### config.mk
export PLATFORM = sky130hd
export DESIGN_NAME = svf_output_result
export DESIGN_NICKNAME = d
export VERILOG_FILES = /design/src/common/svf_pkg.sv /design/src/filter/svf_output_result.sv
export VERILOG_INCLUDE_DIRS = /design/src /design/src/common
export SDC_FILE = /design/constraint.sdc
export NUM_CORES = 1
export LEC_CHECK = 0
export BUFFER_PORTS_ARGS = -buffer_cell sky130_fd_sc_hd__buf_2
export CORE_MARGIN = 5
export CORE_UTILIZATION = 41
export CTS_CLUSTER_SIZE = 12
export DETAILED_ROUTE_END_ITERATION = 12
export PLACE_DENSITY = 0.82
export SETUP_SLACK_MARGIN = 0.2
export SYNTH_ARGS = -nofsm -noshare
export SYNTH_HDL_FRONTEND = slang
export SYNTH_SLANG_ARGS = --single-unit
### constraint.sdc
create_clock -name clk -period 1.4 [get_ports clk]
set_clock_uncertainty 0.1 [all_clocks]
set_input_delay 0.28 -clock clk [delete_from_list [all_inputs] [get_ports clk]]
set_output_delay 0.28 -clock clk [all_outputs]
set_load 0.01 [all_outputs]
### src/common/svf_coeff_table.svh
// lowpass coefficients a1, a2 and a3 in Q4.31, one entry per group of eight notes
// entry 0 holds zeros so the lowest notes leave the integrators idle
`ifndef SVF_COEFF_TABLE_SVH
`define SVF_COEFF_TABLE_SVH

localparam coef_t COEF_A1 [TABLE_DEPTH] = '{
	35'h0_0000_0000,
	35'h0_7C01_B945,
	35'h0_7790_1274,
	35'h0_72A6_A1DC,
	35'h0_6D43_15C2,
	35'h0_6765_A196,
	35'h0_6111_4B5D,
	35'h0_5A4C_04C0,
	35'h0_531E_7B6F,
	35'h0_4B93_90D3,
	35'h0_43B7_7194,
	35'h0_3B96_5363,
	35'h0_333A_F513,
	35'h0_2AAD_2760,
	35'h0_21F1_16BC,
	35'h0_1909_934C
};

localparam coef_t COEF_A2 [TABLE_DEPTH] = '{
	35'h0_0000_0000,
	35'h0_01FB_1692,
	35'h0_0425_8E2F,
	35'h0_067D_A5D9,
	35'h0_08FF_996F,
	35'h0_0BA5_4ABE,
	35'h0_0E65_F9F4,
	35'h0_1136_137D,
	35'h0_1407_127E,
	35'h0_16C7_6A0D,
	35'h0_1962_4F61,
	35'h0_1BBF_155D,
	35'h0_1DBF_7A33,
	35'h0_1F3B_9D16,
	35'h0_1FF8_ADFD,
	35'h0_1F92_CCFE
};

// a3 grows fastest with the cutoff, it is g squared over m
localparam coef_t COEF_A3 [TABLE_DEPTH] = '{
	35'h0_0000_0000,
	35'h0_0008_1995,
	35'h0_0024_D12C,
	35'h0_005E_1270,
	35'h0_00BD_B75D,
	35'h0_014F_C8ED,
	35'h0_0222_C0B9,
	35'h0_0347_D445,
	35'h0_04D3_5F93,
	35'h0_06DD_9B11,
	35'h0_0983_EFA7,
	35'h0_0CEB_81E2,
	35'h0_1146_1685,
	35'h0_16DB_9E73,
	35'h0_1E1D_8D48,
	35'h0_27D0_D2B6
};

`endif

### src/common/svf_pkg.sv
// widths and fixed-point constants of the state variable lowpass filter
// sample, coefficient and sequencer state types, plus the per-note coefficient table
package svf_pkg;

	// audio and control widths
	localparam int SAMPLE_W     = 16;
	localparam int NOTE_W       = 7;

	// filter states and coefficients are signed Q4.31
	localparam int STATE_W      = 35;
	localparam int FRAC_W       = 31;

	// Q0.15 sample to Q4.31 state and back
	localparam int SAMPLE_SHIFT = 16;

	// full product width of two state words
	localparam int PROD_W       = 2 * STATE_W;

	// coefficient table is indexed by the upper note bits
	localparam int TABLE_IDX_W  = 4;
	localparam int TABLE_DEPTH  = 1 << TABLE_IDX_W;

	// output sample limits used by the saturation
	localparam int SAMPLE_MAX   = (2 ** (SAMPLE_W - 1)) - 1;
	localparam int SAMPLE_MIN   = -(2 ** (SAMPLE_W - 1));

	localparam logic [NOTE_W-1:0] MUTE_NOTE = 7'd0; // this note silences the output

	typedef logic signed [STATE_W-1:0]  coef_t;
	typedef logic signed [SAMPLE_W-1:0] sample_t;

	// each state names the phase whose result is held in the registers
	typedef enum logic [1:0] {
		idle,
		solve_v3,
		solve_v1v2,
		update_ic
	} seq_state_t;

	`include "svf_coeff_table.svh"

endpackage

### src/filter/svf_output_result.sv
// result stage of the lowpass filter
// scales v2 to a saturated 16-bit sample, applies muting and pulses the strobe
`timescale 1ns/1ps

module svf_output_result (
	input  logic             clk,
	input  logic             rst,
	input  svf_pkg::coef_t   i_v2,
	input  logic             i_done,
	input  logic             i_mute,
	output svf_pkg::sample_t o_sample,
	output logic             o_sample_strobe
);
	import svf_pkg::*;

	// v2 with the extra fraction bits dropped, still carrying the integer part
	logic signed [STATE_W-SAMPLE_SHIFT-1:0] v2_scaled;
	sample_t                                sat_sample;

	assign v2_scaled = i_v2[STATE_W-1:SAMPLE_SHIFT];

	// a resonant peak can exceed full scale, so clip instead of wrapping
	always_comb begin
		if (v2_scaled > SAMPLE_MAX) begin
			sat_sample = sample_t'(SAMPLE_MAX);
		end else if (v2_scaled < SAMPLE_MIN) begin
			sat_sample = sample_t'(SAMPLE_MIN);
		end else begin
			sat_sample = v2_scaled[SAMPLE_W-1:0];
		end
	end

	always_ff @(posedge clk or posedge rst) begin
		if (rst) begin
			o_sample        <= '0;
			o_sample_strobe <= 1'b0;
		end else begin
			o_sample_strobe <= i_done;
			if (i_done) begin
				o_sample <= i_mute ? '0 : sat_sample; // integrators keep running when muted
			end
		end
	end

endmodule

==> results of run 1 <==
logic make-up (layout without fill, tap and decap cells):
| kind of cell | after synthesis | in the layout | synth area share [%] |
|---|---|---|---|
| simple gates | 3 | 3 | 1.98 |
| flops | 17 | 17 | 56.1 |
| compound gates | 32 | 32 | 34.5 |
| buf+inv | 8 | 64 | 7.43 |
registers in the layout, summed over array words and instances, names as in the netlist:
register and count:
o_sample_strobe 1, o_sample 16
worst max-delay path by stage:
stage	startpoint	end	depth (start not counted)
after floorplan	i_v2[32]	o_sample[6]	5
after global placement	i_v2[32]	o_sample[9]	5
after detailed placement	i_v2[32]	o_sample[7]	5
after CTS	o_sample[10]	o_sample[10]	1
after global routing	o_sample[14]	o_sample[14]	1
final	o_sample[10]	o_sample[10]	1
metal layers:
layer	global-route usage, %	vias up
li1	-	338
met3	1.69	2
met2	24.0	13
met1	17.2	323
met5	0	-
met4	8.94	0
metrics by stage:
stage	TNS (ns)	cell area, µm²	total power (µW)
global placement	-0.349	990	754
CTS	0	1060	1030
floorplan	0	758	663
detailed placement	-0.603	990	759
finish	0	1130	1040
global route	0	1130	1110
power breakdown:
part | internal, µW | total, µW | switching, µW
logic | 129 | 245 | 115
registers | 529 | 547 | 18.2
clock network | 106 | 250 | 144
total | 764 | 1040 | 277
timing repair:
item | CTS | global route
endpoints found under the hold margin | 17 | 0
hold buffers | 1 | 0
gates resized for setup | 0 | 2
setup buffers | 5 | 7
endpoints found under the setup margin | 13 | 42
Yosys cell counts (all sizes together):
cell,count,area (µm²)
nand2,1,3.75
clkbuf,1,3.75
or3,1,6.26
buf,4,41.3
dfrtp,17,425
o2bb2ai,16,140
inv,3,11.3
a21oi,15,113
nand3,1,5.00
a211o,1,8.76
cells in the final DEF, fill, tap and decap left out, types with 3 or more instances in the layout:
master,n
a21oi_1,5
dfrtp_1,17
clkbuf_4,3
a21oi_2,10
buf_4,16
buf_2,39
o2bb2ai_1,16
area by class of cell:
type                    instances  area, µm²
fillers                       147        619
flip-flops and latches         17        425
repair buffers                 57        345
multi-input cells              35        282
well taps                      25       31.3
clock buffers                   3       22.5
inverters                       3       15.0
clock inverters                 1       5.00
==> results.json, run 1 <==
{
  "status": "complete, no violations",
  "worst_setup_path_end_kind": "output pin",
  "reg2reg_from": "o_sample[7]",
  "clkSlewWorstSetupHoldPaths_ns": 0.09,
  "dpl.hpwl_um": 1350,
  "grt_use_total_pct": 14.3,
  "layout-drive-gt1-share_pct": 62.9,
  "critPathMaxStageDelay_ns": 0.40,
  "drc": 0,
  "fp-row-count": 15,
  "cts.sinks": 17,
  "cts-root-buf": "clkbuf_4",
  "placed_cells": 124,
  "place_ws_ns": -0.0643,
  "insertion_delay_ns": 0.28,
  "dieWidth_um": 53.0,
  "wire_per_inst_um": 13.1,
  "routed_wl_um": 1850,
  "firstDrtPassIters": 2,
  "cp_top_family": "flip-flops",
  "clockBufferDepth": 2,
  "grt_start_max_net_pins": 18,
  "power_density_nw_per_um2": 925,
  "ant_nets": 0,
  "maxSlewHeadroom_pct": 69.2,
  "finalCritPeriodShare_pct": 85.9,
  "grt_antenna_before_repair": 0,
  "finalHoldViolCount": 0,
  "rsz0062_at_grt": "yes",
  "reg2regPathDepth": 3,
  "route.met3.wl_um": 55,
  "viasPerCell": 4.79,
  "grt_pass1_wl_um": 2870,
  "start_util_pct": 43.4,
  "syn_area_um2": 758,
  "avgSynthCellArea_um2": 12.6,
  "synth-seq-area-share_pct": 56.1,
  "die-area_um2": 2810,
  "final-setup-viol-count": 0,
  "ff2ff_setup_slack_ns": 0.42,
  "arrival_ns": 0.82,
  "gp_congestion": 0.750,
  "yosys_warnings": 0,
  "antennaDiodeCount": 0,
  "port_buffers": 39,
  "startpoint_type": "register",
  "cp_slowest_cell": "dfrtp_1",
  "dr.max_layer_used": "met4",
  "max-vdd-ir-drop_mv": 0.446,
  "wl_met2_um": 1030,
  "crit_fanout": 2,
  "drv_slew": 0,
  "m1WireLength_um": 735,
  "holdWs_ns": 0.0412,
  "io_pins": 56,
  "synth_cell_types": 14,
  "synth_fp_nets": 99,
  "p_leak_uw": 0.000577,
  "holdPathStages": 1,
  "final_util_pct": 64.5,
  "crit_chain": "buf_2",
  "holdCritStartpoint": "i_done",
  "critPathKind": "reg -> out",
  "ys_ff_latch": 17,
  "required_ns": 1.02,
  "layout.nets": 156,
  "hold_class": "in -> reg",
  "cts_max_level": 1,
  "worst_pin_slew_ns": 0.462,
  "num_vias": 676,
  "layoutNonFillerInstCount": 141,
  "synth_cells": 60,
  "die_y_um": 53.0,
  "critPathBufInv": 1,
  "numCtsBuffers": 3,
  "setup_slack_ns": 0.198,
  "whs_endpoint": "o_sample_strobe",
  "synthToLayoutAreaGrowth_pct": 48.5,
  "grt_pass1_vias": 673,
  "coreArea_um2": 1750,
  "r2r_end": "o_sample[7]",
  "period_needed_ns": 1.20,
  "cts_tree": "built",
  "gr-total-overflow": 0,
  "drtIter0Drc": 2,
  "cap_violations": 0,
  "fmax_mhz": 832
}
(Power assumes the default switching activity.)
==> run 2: changes to the inputs <==
Settings changed: CORE_ASPECT_RATIO set to 0.75, GPL_TIMING_DRIVEN set to 0.
==> results.json, run 2 (synthesis gave the netlist of run 1 again) <==
{
  "start_util_pct": 43.6,
  "clockBufferDepth": 2,
  "p_leak_uw": 0.000580,
  "holdWs_ns": 0.0416,
  "synthToLayoutAreaGrowth_pct": 49.3,
  "cts.sinks": 17,
  "grt_use_total_pct": 15.7,
  "arrival_ns": 0.84,
  "drtIter0Drc": 14,
  "power_density_nw_per_um2": 937,
  "mostFrequentLayoutCells": "39 x buf_2, 17 x dfrtp_1, 16 x o2bb2ai_1",
  "numCtsBuffers": 3,
  "num_vias": 711,
  "startpoint_type": "register",
  "final_common_cell": "buf_2",
  "holdCritStartpoint": "i_done",
  "fmax_mhz": 823,
  "gr-usage-met1_pct": 19.2,
  "grt_use_met3_pct": 6.04,
  "drv_slew": 0,
  "stdcell_area_um2": 1130,
  "critPathKind": "reg -> out",
  "dieWidth_um": 59.7,
  "die_y_um": 47.2,
  "layout-drive-gt1-share_pct": 61.5,
  "finalHoldViolCount": 0,
  "drc": 0,
  "place_area_um2": 981,
  "antennaDiodeCount": 0,
  "cp-startpoint": "o_sample[13]",
  "port_buffers": 39,
  "top_register": "o_sample",
  "die-area_um2": 2820,
  "grt_util_met2_pct": 26.5,
  "ant_nets": 0,
  "final_util_pct": 65.1,
  "hold_class": "in -> reg",
  "routed_wl_um": 2130,
  "max-vdd-ir-drop_mv": 0.611,
  "critPathMaxStageDelay_ns": 0.40,
  "place_ws_ns": -0.0670,
  "critPathBufInv": 1,
  "fp-row-count": 13,
  "maxSlewHeadroom_pct": 68.4,
  "cts-root-buf": "clkbuf_4",
  "layout.nets": 157,
  "grt.busiest_layer": "met2",
  "grt_pass1_wl_um": 3160,
  "cp_slowest_cell": "dfrtp_1",
  "grt_pass1_vias": 696,
  "grt_antenna_before_repair": 0,
  "largest_reg_flops": 16,
  "crit_chain": "buf_2",
  "coreArea_um2": 1740,
  "firstDrtPassIters": 4,
  "grt_start_max_net_pins": 18,
  "status": "complete, no violations",
  "clkSlewWorstSetupHoldPaths_ns": 0.10,
  "cts_max_level": 1,
  "required_ns": 1.02,
  "fin_setup_tns_ns": 0,
  "gp_congestion": 0.727,
  "viasPerCell": 5.12,
  "crit_fanout": 2,
  "insertion_delay_ns": 0.29,
  "dpl.hpwl_um": 1520,
  "io_pins": 56,
  "period_needed_ns": 1.22,
  "cap_violations": 0,
  "worst_pin_slew_ns": 0.473,
  "wire_per_inst_um": 15.3,
  "cp_top_family": "flip-flops",
  "reg2reg_from": "o_sample[11]",
  "setup_slack_ns": 0.184,
  "largest_registers": "o_sample x16, o_sample_strobe x1",
  "gr-total-overflow": 0,
  "final-setup-viol-count": 0,
  "cts_tree": "built",
  "rsz0062_at_grt": "yes",
  "nFillCells": 147,
  "finalCritPeriodShare_pct": 86.8,
  "worst_setup_path_end_kind": "output pin"
}
==> run 2: cell count changes in the layout (fill, tap and decap cells not counted), sizes merged <==
cell    before  now
clkbuf       3    4
==> run 2: worst paths after layout <==
path | cells after the start | slack (ns) | to
setup reg to reg | 3 | 0.44 | o_sample[11]
hold reg to reg | 1 | 0.39 | o_sample[9]
setup / recovery | 1 | 0.18 | o_sample[13]
hold / removal | 1 | 0.04 | o_sample_strobe
max in group asynchronous | 3 | 0.55 | o_sample[4]
min in group asynchronous | 3 | 0.40 | o_sample[5]
==> run 2: area by class of cell <==
class | count | area (µm²) | area share (%)
clock inverters | 1 | 5.00 | 0.442
inverters | 3 | 15.0 | 1.33
multi-input cells | 35 | 277 | 24.4
repair buffers | 53 | 315 | 27.8
plain buffers | 5 | 45.0 | 3.98
flip-flops and latches | 17 | 425 | 37.6
clock buffers | 3 | 22.5 | 1.99
well taps | 22 | 27.5 | 2.43
==> run 2: timing repair <==
item / CTS / global route
setup endpoints to repair: 11 / 34
hold buffers: 1 / 0
hold endpoints to repair: 17 / 0
gates resized for setup: 0 / 3
buffers inserted: 7 / 6
pin swaps: 0 / 0
==> run 2: report_power, final <==
group / switching, µW / total [µW] / internal [µW]
clock: 151 / 257 / 106
combinational: 121 / 254 / 133
sequential: 20.9 / 550 / 529
total: 293 / 1060 / 768
==> run 2: worst register-to-register path, delay by kind of cell, from the launching register on <==
family	cells	cell delay [ns]
flops	1	0.39
compound gates	1	0.11
buf+inv	2	0.25
==> run 2: metrics by stage <==
stage	instances	power [µW]
final	139	1060
after global routing	139	1130
after CTS	133	1040
after detailed placement	121	761
after global placement	121	752
after floorplan	60	663
==> run 2: routing by layer <==
metal / routed length (µm) / up-vias / part of all wire [%]
li1: - / 342 / -
met1: 874 / 339 / 41
met2: 1090 / 26 / 51
met3: 147 / 4 / 6.9
met4: 17 / 0 / 0.80
met5: 0 / - / 0
