===== src/common/svf_coeff_table.svh =====
// lowpass coefficients a1, a2 and a3 in Q4.31, one entry per group of eight notes
// entry 0 holds zeros so the lowest notes leave the integrators idle
`ifndef SVF_COEFF_TABLE_SVH
`define SVF_COEFF_TABLE_SVH

localparam coef_t COEF_A1 [TABLE_DEPTH] = '{
	35'h0_0000_0000,
	35'h0_7C01_B945,
	35'h0_7790_1274,
	35'h0_72A6_A1DC,
	35'h0_6D43_15C2,
	35'h0_6765_A196,
	35'h0_6111_4B5D,
	35'h0_5A4C_04C0,
	35'h0_531E_7B6F,
	35'h0_4B93_90D3,
	35'h0_43B7_7194,
	35'h0_3B96_5363,
	35'h0_333A_F513,
	35'h0_2AAD_2760,
	35'h0_21F1_16BC,
	35'h0_1909_934C
};

localparam coef_t COEF_A2 [TABLE_DEPTH] = '{
	35'h0_0000_0000,
	35'h0_01FB_1692,
	35'h0_0425_8E2F,
	35'h0_067D_A5D9,
	35'h0_08FF_996F,
	35'h0_0BA5_4ABE,
	35'h0_0E65_F9F4,
	35'h0_1136_137D,
	35'h0_1407_127E,
	35'h0_16C7_6A0D,
	35'h0_1962_4F61,
	35'h0_1BBF_155D,
	35'h0_1DBF_7A33,
	35'h0_1F3B_9D16,
	35'h0_1FF8_ADFD,
	35'h0_1F92_CCFE
};

// a3 grows fastest with the cutoff, it is g squared over m
localparam coef_t COEF_A3 [TABLE_DEPTH] = '{
	35'h0_0000_0000,
	35'h0_0008_1995,
	35'h0_0024_D12C,
	35'h0_005E_1270,
	35'h0_00BD_B75D,
	35'h0_014F_C8ED,
	35'h0_0222_C0B9,
	35'h0_0347_D445,
	35'h0_04D3_5F93,
	35'h0_06DD_9B11,
	35'h0_0983_EFA7,
	35'h0_0CEB_81E2,
	35'h0_1146_1685,
	35'h0_16DB_9E73,
	35'h0_1E1D_8D48,
	35'h0_27D0_D2B6
};

`endif


===== src/common/svf_pkg.sv =====
// widths and fixed-point constants of the state variable lowpass filter
// sample, coefficient and sequencer state types, plus the per-note coefficient table
package svf_pkg;

	// audio and control widths
	localparam int SAMPLE_W     = 16;
	localparam int NOTE_W       = 7;

	// filter states and coefficients are signed Q4.31
	localparam int STATE_W      = 35;
	localparam int FRAC_W       = 31;

	// Q0.15 sample to Q4.31 state and back
	localparam int SAMPLE_SHIFT = 16;

	// full product width of two state words
	localparam int PROD_W       = 2 * STATE_W;

	// coefficient table is indexed by the upper note bits
	localparam int TABLE_IDX_W  = 4;
	localparam int TABLE_DEPTH  = 1 << TABLE_IDX_W;

	// output sample limits used by the saturation
	localparam int SAMPLE_MAX   = (2 ** (SAMPLE_W - 1)) - 1;
	localparam int SAMPLE_MIN   = -(2 ** (SAMPLE_W - 1));

	localparam logic [NOTE_W-1:0] MUTE_NOTE = 7'd0; // this note silences the output

	typedef logic signed [STATE_W-1:0]  coef_t;
	typedef logic signed [SAMPLE_W-1:0] sample_t;

	// each state names the phase whose result is held in the registers
	typedef enum logic [1:0] {
		idle,
		solve_v3,
		solve_v1v2,
		update_ic
	} seq_state_t;

	`include "svf_coeff_table.svh"

endpackage


===== src/filter/svf_coeff_decode.sv =====
// decode stage of the lowpass filter
// accepts a sample strobe, looks up the coefficients and flags the mute note
`timescale 1ns/1ps

module svf_coeff_decode (
	input  logic                       clk,
	input  logic                       rst,
	input  logic                       i_sample_strobe,
	input  svf_pkg::sample_t           i_sample,
	input  logic [svf_pkg::NOTE_W-1:0] i_note,
	input  logic                       i_busy,
	output logic                       o_start,
	output svf_pkg::coef_t             o_a1,
	output svf_pkg::coef_t             o_a2,
	output svf_pkg::coef_t             o_a3,
	output svf_pkg::coef_t             o_v0,
	output logic                       o_mute
);
	import svf_pkg::*;

	logic                   accept;
	logic [TABLE_IDX_W-1:0] table_idx;
	coef_t                  v0_ext;

	// a strobe that arrives while a sample is in flight is dropped
	assign accept = i_sample_strobe && !i_busy && !o_start;

	assign table_idx = i_note[NOTE_W-1 -: TABLE_IDX_W];
	assign v0_ext    = coef_t'(i_sample); // sign extension into the state width

	always_ff @(posedge clk or posedge rst) begin
		if (rst) begin
			o_start <= 1'b0;
			o_mute  <= 1'b0;
		end else begin
			o_start <= accept;
			if (accept) begin
				o_mute <= (i_note == MUTE_NOTE); // held until the next accepted sample
			end
		end
	end

	// coefficients and v0 stay stable while execute works on them
	always_ff @(posedge clk or posedge rst) begin
		if (rst) begin
			o_a1 <= '0;
			o_a2 <= '0;
			o_a3 <= '0;
			o_v0 <= '0;
		end else if (accept) begin
			o_a1 <= COEF_A1[table_idx];
			o_a2 <= COEF_A2[table_idx];
			o_a3 <= COEF_A3[table_idx];
			o_v0 <= v0_ext <<< SAMPLE_SHIFT; // Q0.15 lands on the Q4.31 binary point
		end
	end

endmodule


===== config.mk =====
export PLATFORM = sky130hd
export DESIGN_NAME = svf_coeff_decode
export DESIGN_NICKNAME = d
export VERILOG_FILES = /design/src/common/svf_pkg.sv /design/src/filter/svf_coeff_decode.sv
export VERILOG_INCLUDE_DIRS = /design/src /design/src/common
export SDC_FILE = /design/constraint.sdc
export NUM_CORES = 1
export LEC_CHECK = 0
export ABC_AREA = 1
export BUFFER_PORTS_ARGS = -buffer_cell sky130_fd_sc_hd__buf_2
export CAP_MARGIN = 10
export CELL_PAD_IN_SITES_DETAIL_PLACEMENT = 1
export CELL_PAD_IN_SITES_GLOBAL_PLACEMENT = 2
export CORE_MARGIN = 3
export CORE_UTILIZATION = 32
export CTS_BUF_LIST = sky130_fd_sc_hd__clkbuf_4
export DETAILED_ROUTE_END_ITERATION = 10
export GPL_TIMING_DRIVEN = 0
export PLACE_DENSITY_LB_ADDON = 0.25
export RECOVER_POWER = 100
export SKIP_CTS_REPAIR_TIMING = 1
export SKIP_LAST_GASP = 1
export SYNTH_ARGS = -nofsm -noshare
export SYNTH_HDL_FRONTEND = slang
export SYNTH_SLANG_ARGS = --single-unit

===== constraint.sdc =====
create_clock -name clk -period 7 [get_ports clk]
set_input_delay 1.4 -clock clk [delete_from_list [all_inputs] [get_ports clk]]
set_output_delay 1.4 -clock clk [all_outputs]
set_load 0.1 [all_outputs]

==> metrics.md, run 1 <==
| Metric | Value |
|---|---|
| Status | `finished with violations` |
| Failing checks | `capacitance limit, slew limit` |
| Post-Route Skew | `0.0235 ns` |
| Initial Utilization | `32.8%` |
| Sw Share | `58.5%` |
| CTS Sinks | `108` |
| Sequential area share after synthesis | `47.7%` |
| Slew at the pin closest to its max-slew limit | `2.20 ns` |
| Worst reg2reg startpoint | `o_start$_DFF_PP0_` |
| Predominant post-synthesis flop cell | `dfrtp_1` |
| Grt met3 use | `4.03%` |
| Maxcap violations | `1` |
| Initial detailed-routing violation count | `275` |
| Clock Pin Slew Worst Setup and Hold Paths | `0.20 ns` |
| Final ANT Viol Nets | `0` |
| Largest net degree at the start of global routing | `between 60 and 70` |
| Slew headroom | `-47.7%` |
| Final WS setup | `3.65 ns` |
| Final setup fails | `0` |
| Cells after synthesis | `758` |
| Site row count | `48` |
| Share of cells above drive strength 1 | `12.8%` |
| Switching power | `1390 uW` |
| P&R area growth vs syn | `19.2%` |
| Post-DP HPWL | `16.1 mm` |
| Worst EP arrival | `1.95 ns` |
| Drt pass-1 iters | `4` |
| Dpl cells | `1149` |
| Total GRT Usage | `21.8%` |
| Crit path time final | `3.35 ns` |
| GP Congestion | `between 0.9 and 1` |
| Drt total wl | `~21 mm` |
| GR Overflow Total | `0` |
| Combinational share of power | `52.0%` |
| Met1 Track Usage GR | `around 31%` |
| Crit path required time | `about 5.6 ns` |
| Layer with the highest usage | `met2` |
| Synth unique cells | `30` |
| Synth Register Bits | `approximately 110` |
| CP max stage delay | `0.85 ns` |
| Hold Crit Class | `reg -> reg` |
| Die H | `139 um` |
| Initial antenna violation count | `1` |
| CP cell instances | `buf_4 -> clkbuf_1` |
| RSZ-0062 raised after global routing | `false` |
| Start point of the critical path | `o_v0[31]$_DFFE_PP0P_` |
| # IOs | `169` |
| Pre-CTS setup slack | `roughly 3.8 ns` |
| Number of global-route vias before repair | `~5700` |
| Fin nets | `970` |
| Slew Viols, Final | `49` |
| Setup TNS | `0 ns` |
| PortBufs | `135` |
| CTS tree | `yes` |
| Core Region | `17300 um^2` |
| FMAX | `298 MHz` |
| CTS HTree Levels | `3` |
| Leakage power | `0.00370 uW` |
| Full die area | `around 19000 um^2` |
| Startpoint Class | `register` |
| Filler cells | `roughly 2300` |
| Syn_area_per_cell | `7.48 um^2` |
| Post-Layout Cell Count | `1166` |
| Detailed-route via count | `5390` |
| Post-DR vias/cell | `approximately 4.6` |
| Slowest cell on the critical path | `clkbuf_1` |
| Root buffer cell | `clkbuf_4` |
| Max Buffers Root-to-Sink | `2` |
| Worst reg-to-reg path cell count | `5` |
| Die width | `roughly 140 um` |
| Final-report hold violation count | `0` |
| Setup Crit Path Kind | `reg -> out` |
| Clock power frac | `15.1%` |
| Most frequent cells in the layout | `nand2_1 (388), clkbuf_1 (124), dfrtp_1 (108), nand3_1 (64), buf_2 (39)` |
| Internal | `a little under 1000 uW` |
| Crit path capture type | `output pin` |
| Yosys warning count | `0` |
| Peak supply drop | `187 uV` |
| Post-synth EDFFs | `0` |
| Most common cell after layout, fill and taps aside | `nand2_1` |
| Worst R2R End | `o_a2[27]$_DFFE_PP0P_` |
| Critical path peak fanout | `5` |
| CP endpoint | `o_v0[32]` |
| Reg2Reg Setup Slack | `4.87 ns` |
| Num CTS Buffers | `9` |
| Sequential Power Share | `about 33%` |
| Mapped cell area | `~5700 um^2` |
| Post-synth ARST share | `100%` |
| Part of the cycle the worst path needs | `47.9%` |
| Routed wire per std cell | `~18 um` |
| M2 GR Usage | `33.6%` |
| PwrDens | `352 nW/um^2` |
| DRC violations left | `0` |
| Clock Latency Late Sink | `0.51 ns` |
| First-pass GRT wire length | `33.0 mm` |
[how the worst min path moves through the flow]
stage	start	end	slack, ns	cells after the start
floorplan	o_a3[13]$_DFFE_PP0P_	o_a3[13]$_DFFE_PP0P_	0.98	2
global placement	o_v0[24]$_DFFE_PP0P_	o_v0[24]$_DFFE_PP0P_	0.46	2
detailed placement	o_a3[26]$_DFFE_PP0P_	o_a3[26]$_DFFE_PP0P_	0.46	2
CTS	o_a1[25]$_DFFE_PP0P_	o_a1[25]$_DFFE_PP0P_	0.50	2
global route	o_a1[7]$_DFFE_PP0P_	o_a1[7]$_DFFE_PP0P_	0.52	2
finish	o_a1[27]$_DFFE_PP0P_	o_a1[27]$_DFFE_PP0P_	0.50	2
[per-stage QoR]
step	hold slack [ns]	total power [uW]	utilization [%]	cell area, um^2
floorplan	0.980	1850	-	5780
global placement	0.457	2060	39.0	6740
detailed placement	0.460	2070	39.1	6770
CTS	0.501	2430	40.1	6930
global route	0.524	2490	39.1	6760
finish	0.500	2380	39.1	6760
[cell type report]
cell class,instances,area [um^2],area share [%]
clock buffer,9,67.6,1.00
buffer,71,459,6.79
inverter,36,139,2.05
sequential,108,2700,40.0
tap,225,282,4.17
antenna,1,2.50,0.0370
timing repair buffer,136,563,8.33
multi-input combinational,573,2450,36.3
clock inverter,7,92.6,1.37
[cell usage after synthesis, types with 2 or more instances]
library cell | count | share of area (%)
clkbuf_1 | 2 | 0.13
nor2_2 | 9 | 0.99
o21a_1 | 4 | 0.53
a21oi_1 | 5 | 0.44
ha_1 | 8 | 1.8
o21ai_0 | 12 | 1.1
buf_4 | 39 | 5.2
buf_6 | 4 | 0.79
buf_2 | 25 | 2.2
nand2_2 | 4 | 0.44
nand3_1 | 63 | 5.6
nor3_1 | 2 | 0.18
dfrtp_1 | 108 | 48
a21oi_2 | 2 | 0.31
nor2_1 | 22 | 1.5
inv_2 | 4 | 0.26
a21boi_1 | 4 | 0.53
o21ai_1 | 9 | 0.79
or2_2 | 4 | 0.44
inv_1 | 31 | 2.1
nand2_1 | 386 | 26
nor2_4 | 3 | 0.60
[cell families after synthesis]
logic type | Yosys count | share of synthesized area (%)
buffers and inverters | 107 | 10.8
adders and majority gates | 8 | 1.77
AOI/OAI and AO/OA | 38 | 4.02
other | 1 | 0.0661
and+or+nand+nor | 496 | 35.7
DFF | 108 | 47.7
[critical path, delay by kind of cell (launching register included)]
family   cells  cell delay [ns]
buf+inv      2             0.98
flops        1             0.45
[registers in the layout, indices dropped and copies added, names as in the netlist]
name and cells:
o_a2 29, o_a1 31, o_a3 30, o_mute 1
o_v0 16, o_start 1
[per-layer routing]
metal / vias to the layer above / wire [um]
met5: - / 0
met4: 0 / 430
met3: 25 / 1110
met2: 148 / 9380
met1: 2591 / 10000
li1: 2626 / -
[power groups by stage]
stage,registers (uW),clock network (uW),logic [uW]
6_report,784,358,1240
5_1_grt,798,397,1290
4_1_cts,783,370,1280
3_5_place_dp,793,0,1270
3_3_place_gp,791,0,1270
2_1_floorplan,1540,0,303
Power figures use the tool's default switching activity.
==> inputs of run 2 (changes only) <==
CORE_UTILIZATION = 26   (was 32)
clock period = 2.91 ns   (was 7 ns; I/O delays follow)
==> metrics.md, run 2 (same netlist as run 1, synthesis figures left out) <==
| Metric | Value |
|---|---|
| # IOs | `169 (unchanged)` |
| PortBufs | `135 (unchanged)` |
| Leakage power | `0.00369 uW (-0.37%)` |
| Total GRT Usage | `18.5% (-3.3 points)` |
| Site row count | `53 (+10%)` |
| DRC violations left | `0 (unchanged)` |
| GP Congestion | `0.912 (+0.68%)` |
| Peak supply drop | `389 uV (+110%)` |
| Post-DP HPWL | `17.1 mm (+6.0%)` |
| Drt total wl | `22.1 mm (+5.3%)` |
| Sequential Power Share | `33.6% (+0.6 points)` |
| CTS Sinks | `108 (unchanged)` |
| Most frequent cells in the layout | `nand2_1 (388), clkbuf_1 (122), dfrtp_1 (108), nand3_1 (64), buf_2 (42)` |
| Largest net degree at the start of global routing | `36 (-41%)` |
| Die H | `154 um (+10%)` |
| Clock power frac | `13.1% (-2.0 points)` |
| Routed wire per std cell | `18.1 um (+0.92%)` |
| Critical path peak fanout | `8 (+3)` |
| Final setup fails | `0 (unchanged)` |
| CTS tree | `yes` |
| Initial Utilization | `26.7% (-6.1 points)` |
| PwrDens | `825 nW/um^2 (+130%)` |
| Root buffer cell | `clkbuf_4` |
| Setup Crit Path Kind | `in -> reg` |
| Slew Viols, Final | `0 (-100%)` |
| FMAX | `412 MHz` |
| Part of the cycle the worst path needs | `83.4%` |
| Clock Latency Late Sink | `0.51 ns (about the same)` |
| Final core occ | `32.0% (-7.1 points)` |
| Crit path capture type | `register` |
| Maxcap violations | `0 (-1)` |
| Sw Share | `59.4% (+0.85 points)` |
| Initial detailed-routing violation count | `222 (-19%)` |
| Share of cells above drive strength 1 | `13.0% (+0.20 points)` |
| Crit path required time | `3.33 ns (-2.27 ns)` |
| Post-Route Skew | `0.0208 ns (-0.00276 ns)` |
| Initial antenna violation count | `1 (unchanged)` |
| Num CTS Buffers | `9 (unchanged)` |
| Biggest register | `o_a1` |
| Final-report hold violation count | `0 (unchanged)` |
| Most common cell after layout, fill and taps aside | `nand2_1` |
| Startpoint Class | `primary input` |
| Status | `completed` |
| Die width | `154 um (+10%)` |
| Full die area | `23600 um^2 (+22%)` |
| Slew headroom | `1.51% (+49 points)` |
| GR Overflow Total | `0 (unchanged)` |
| Largest regs | `o_a1 (31), o_a3 (30), o_a2 (29)` |
| Clock Pin Slew Worst Setup and Hold Paths | `0.18 ns (-0.02 ns)` |
| Hold Crit Class | `in -> async` |
| Switching power | `3330 uW (+140%)` |
| Core Region | `21200 um^2 (+23%)` |
| Detailed-route via count | `5421 (+0.58%)` |
| Number of global-route vias before repair | `5685 (-0.18%)` |
| Slew at the pin closest to its max-slew limit | `1.48 ns (-0.726 ns)` |
| Worst EP arrival | `2.85 ns (+0.90 ns)` |
| RSZ-0062 raised after global routing | `false` |
| Drt pass-1 iters | `4 (unchanged)` |
| Setup TNS | `0 ns (unchanged)` |
| Internal | `2280 uW (+130%)` |
| Post-DR vias/cell | `4.45 (-3.6%)` |
| Final ANT Viol Nets | `0 (unchanged)` |
| P&R area growth vs syn | `19.7%` |
| Max Buffers Root-to-Sink | `2 (unchanged)` |
| Combinational share of power | `53.3% (+1.3 points)` |
| CTS HTree Levels | `3 (unchanged)` |
| Crit path time final | `2.43 ns` |
| Fin nets | `972 (+0.21%)` |
| First-pass GRT wire length | `33.9 mm (+2.7%)` |
| Max FFs per register | `31 (unchanged)` |
| Filler cells | `2754 (+22%)` |
run 2: cell types whose count changed in the layout (fill, tap and decap cells not counted), sizes merged:
cell,previous run,this run
clkbuf,133,132
clkinvlp,1,3
clkinv,3,2
inv,38,36
bufinv,1,0
buf,83,87
run 2: routing by layer:
metal | vias to the layer above | share of wire, % | GRT usage, %
li1 | 2632 | - | -
met1 | 2587 | 46 | 25.2
met2 | 175 | 45 | 29.6
met3 | 27 | 6.6 | 4.36
met4 | 0 | 1.7 | 5.34
met5 | - | 0 | 0
run 2: worst paths after layout:
check	start	end	slack, ns	cells past startpoint
worst max-delay path	i_note[3]	o_a3[11]$_DFFE_PP0P_	0.48	10
worst min register to register	o_a3[17]$_DFFE_PP0P_	o_a3[17]$_DFFE_PP0P_	0.50	2
worst max register to register	o_start$_DFF_PP0_	o_a2[27]$_DFFE_PP0P_	0.75	5
worst min-delay path	rst	o_a2[2]$_DFFE_PP0P_	0.12	2
max in group asynchronous	rst	o_a1[26]$_DFFE_PP0P_	1.01	4
min in group clk	i_sample[12]	o_v0[28]$_DFFE_PP0P_	0.25	3
run 2: power groups by stage:
stage	Sequential [uW]	Combinational (uW)	Clock, uW
3_3_place_gp	1910	3060	0
6_report	1880	2980	735
5_1_grt	1920	3120	828
2_1_floorplan	3710	728	0
3_5_place_dp	1910	3080	0
4_1_cts	1880	3090	772
run 2: layout make-up:
type | instances | area (um^2) | share of cell area [%]
Tap cell | 275 | 344 | 5.07
Antenna cell | 1 | 2.50 | 0.0369
Sequential cell | 108 | 2700 | 39.8
Inverter | 36 | 139 | 2.05
Clock buffer | 10 | 75.1 | 1.11
Multi-Input combinational cell | 573 | 2450 | 36.0
Timing Repair Buffer | 138 | 583 | 8.59
Buffer | 71 | 459 | 6.76
Clock inverter | 5 | 38.8 | 0.571
run 2: stage by stage:
step	instance area, um^2	worst slack (ns)	total power [uW]	cells	hold WS [ns]
after floorplan	5790	0.955	4440	788	0.692
after global placement	6810	0.118	4970	1198	0.458
after detailed placement	6870	0.529	4990	1201	0.460
after CTS	6980	0.778	5740	1216	-0.000642
after global routing	6790	0.393	5860	1217	0.115
final	6790	0.483	5600	1217	0.118
run 2: worst max-delay path, cell delays in order:
cell	delay, ns
clkbuf_1	0.28
clkbuf_1	0.42
inv_1	0.25
ha_1	0.41
nand2_1	0.31
nand2_1	0.16
o21ai_0	0.11
nand3_1	0.17
nand2_1	0.10
inv_1	0.04
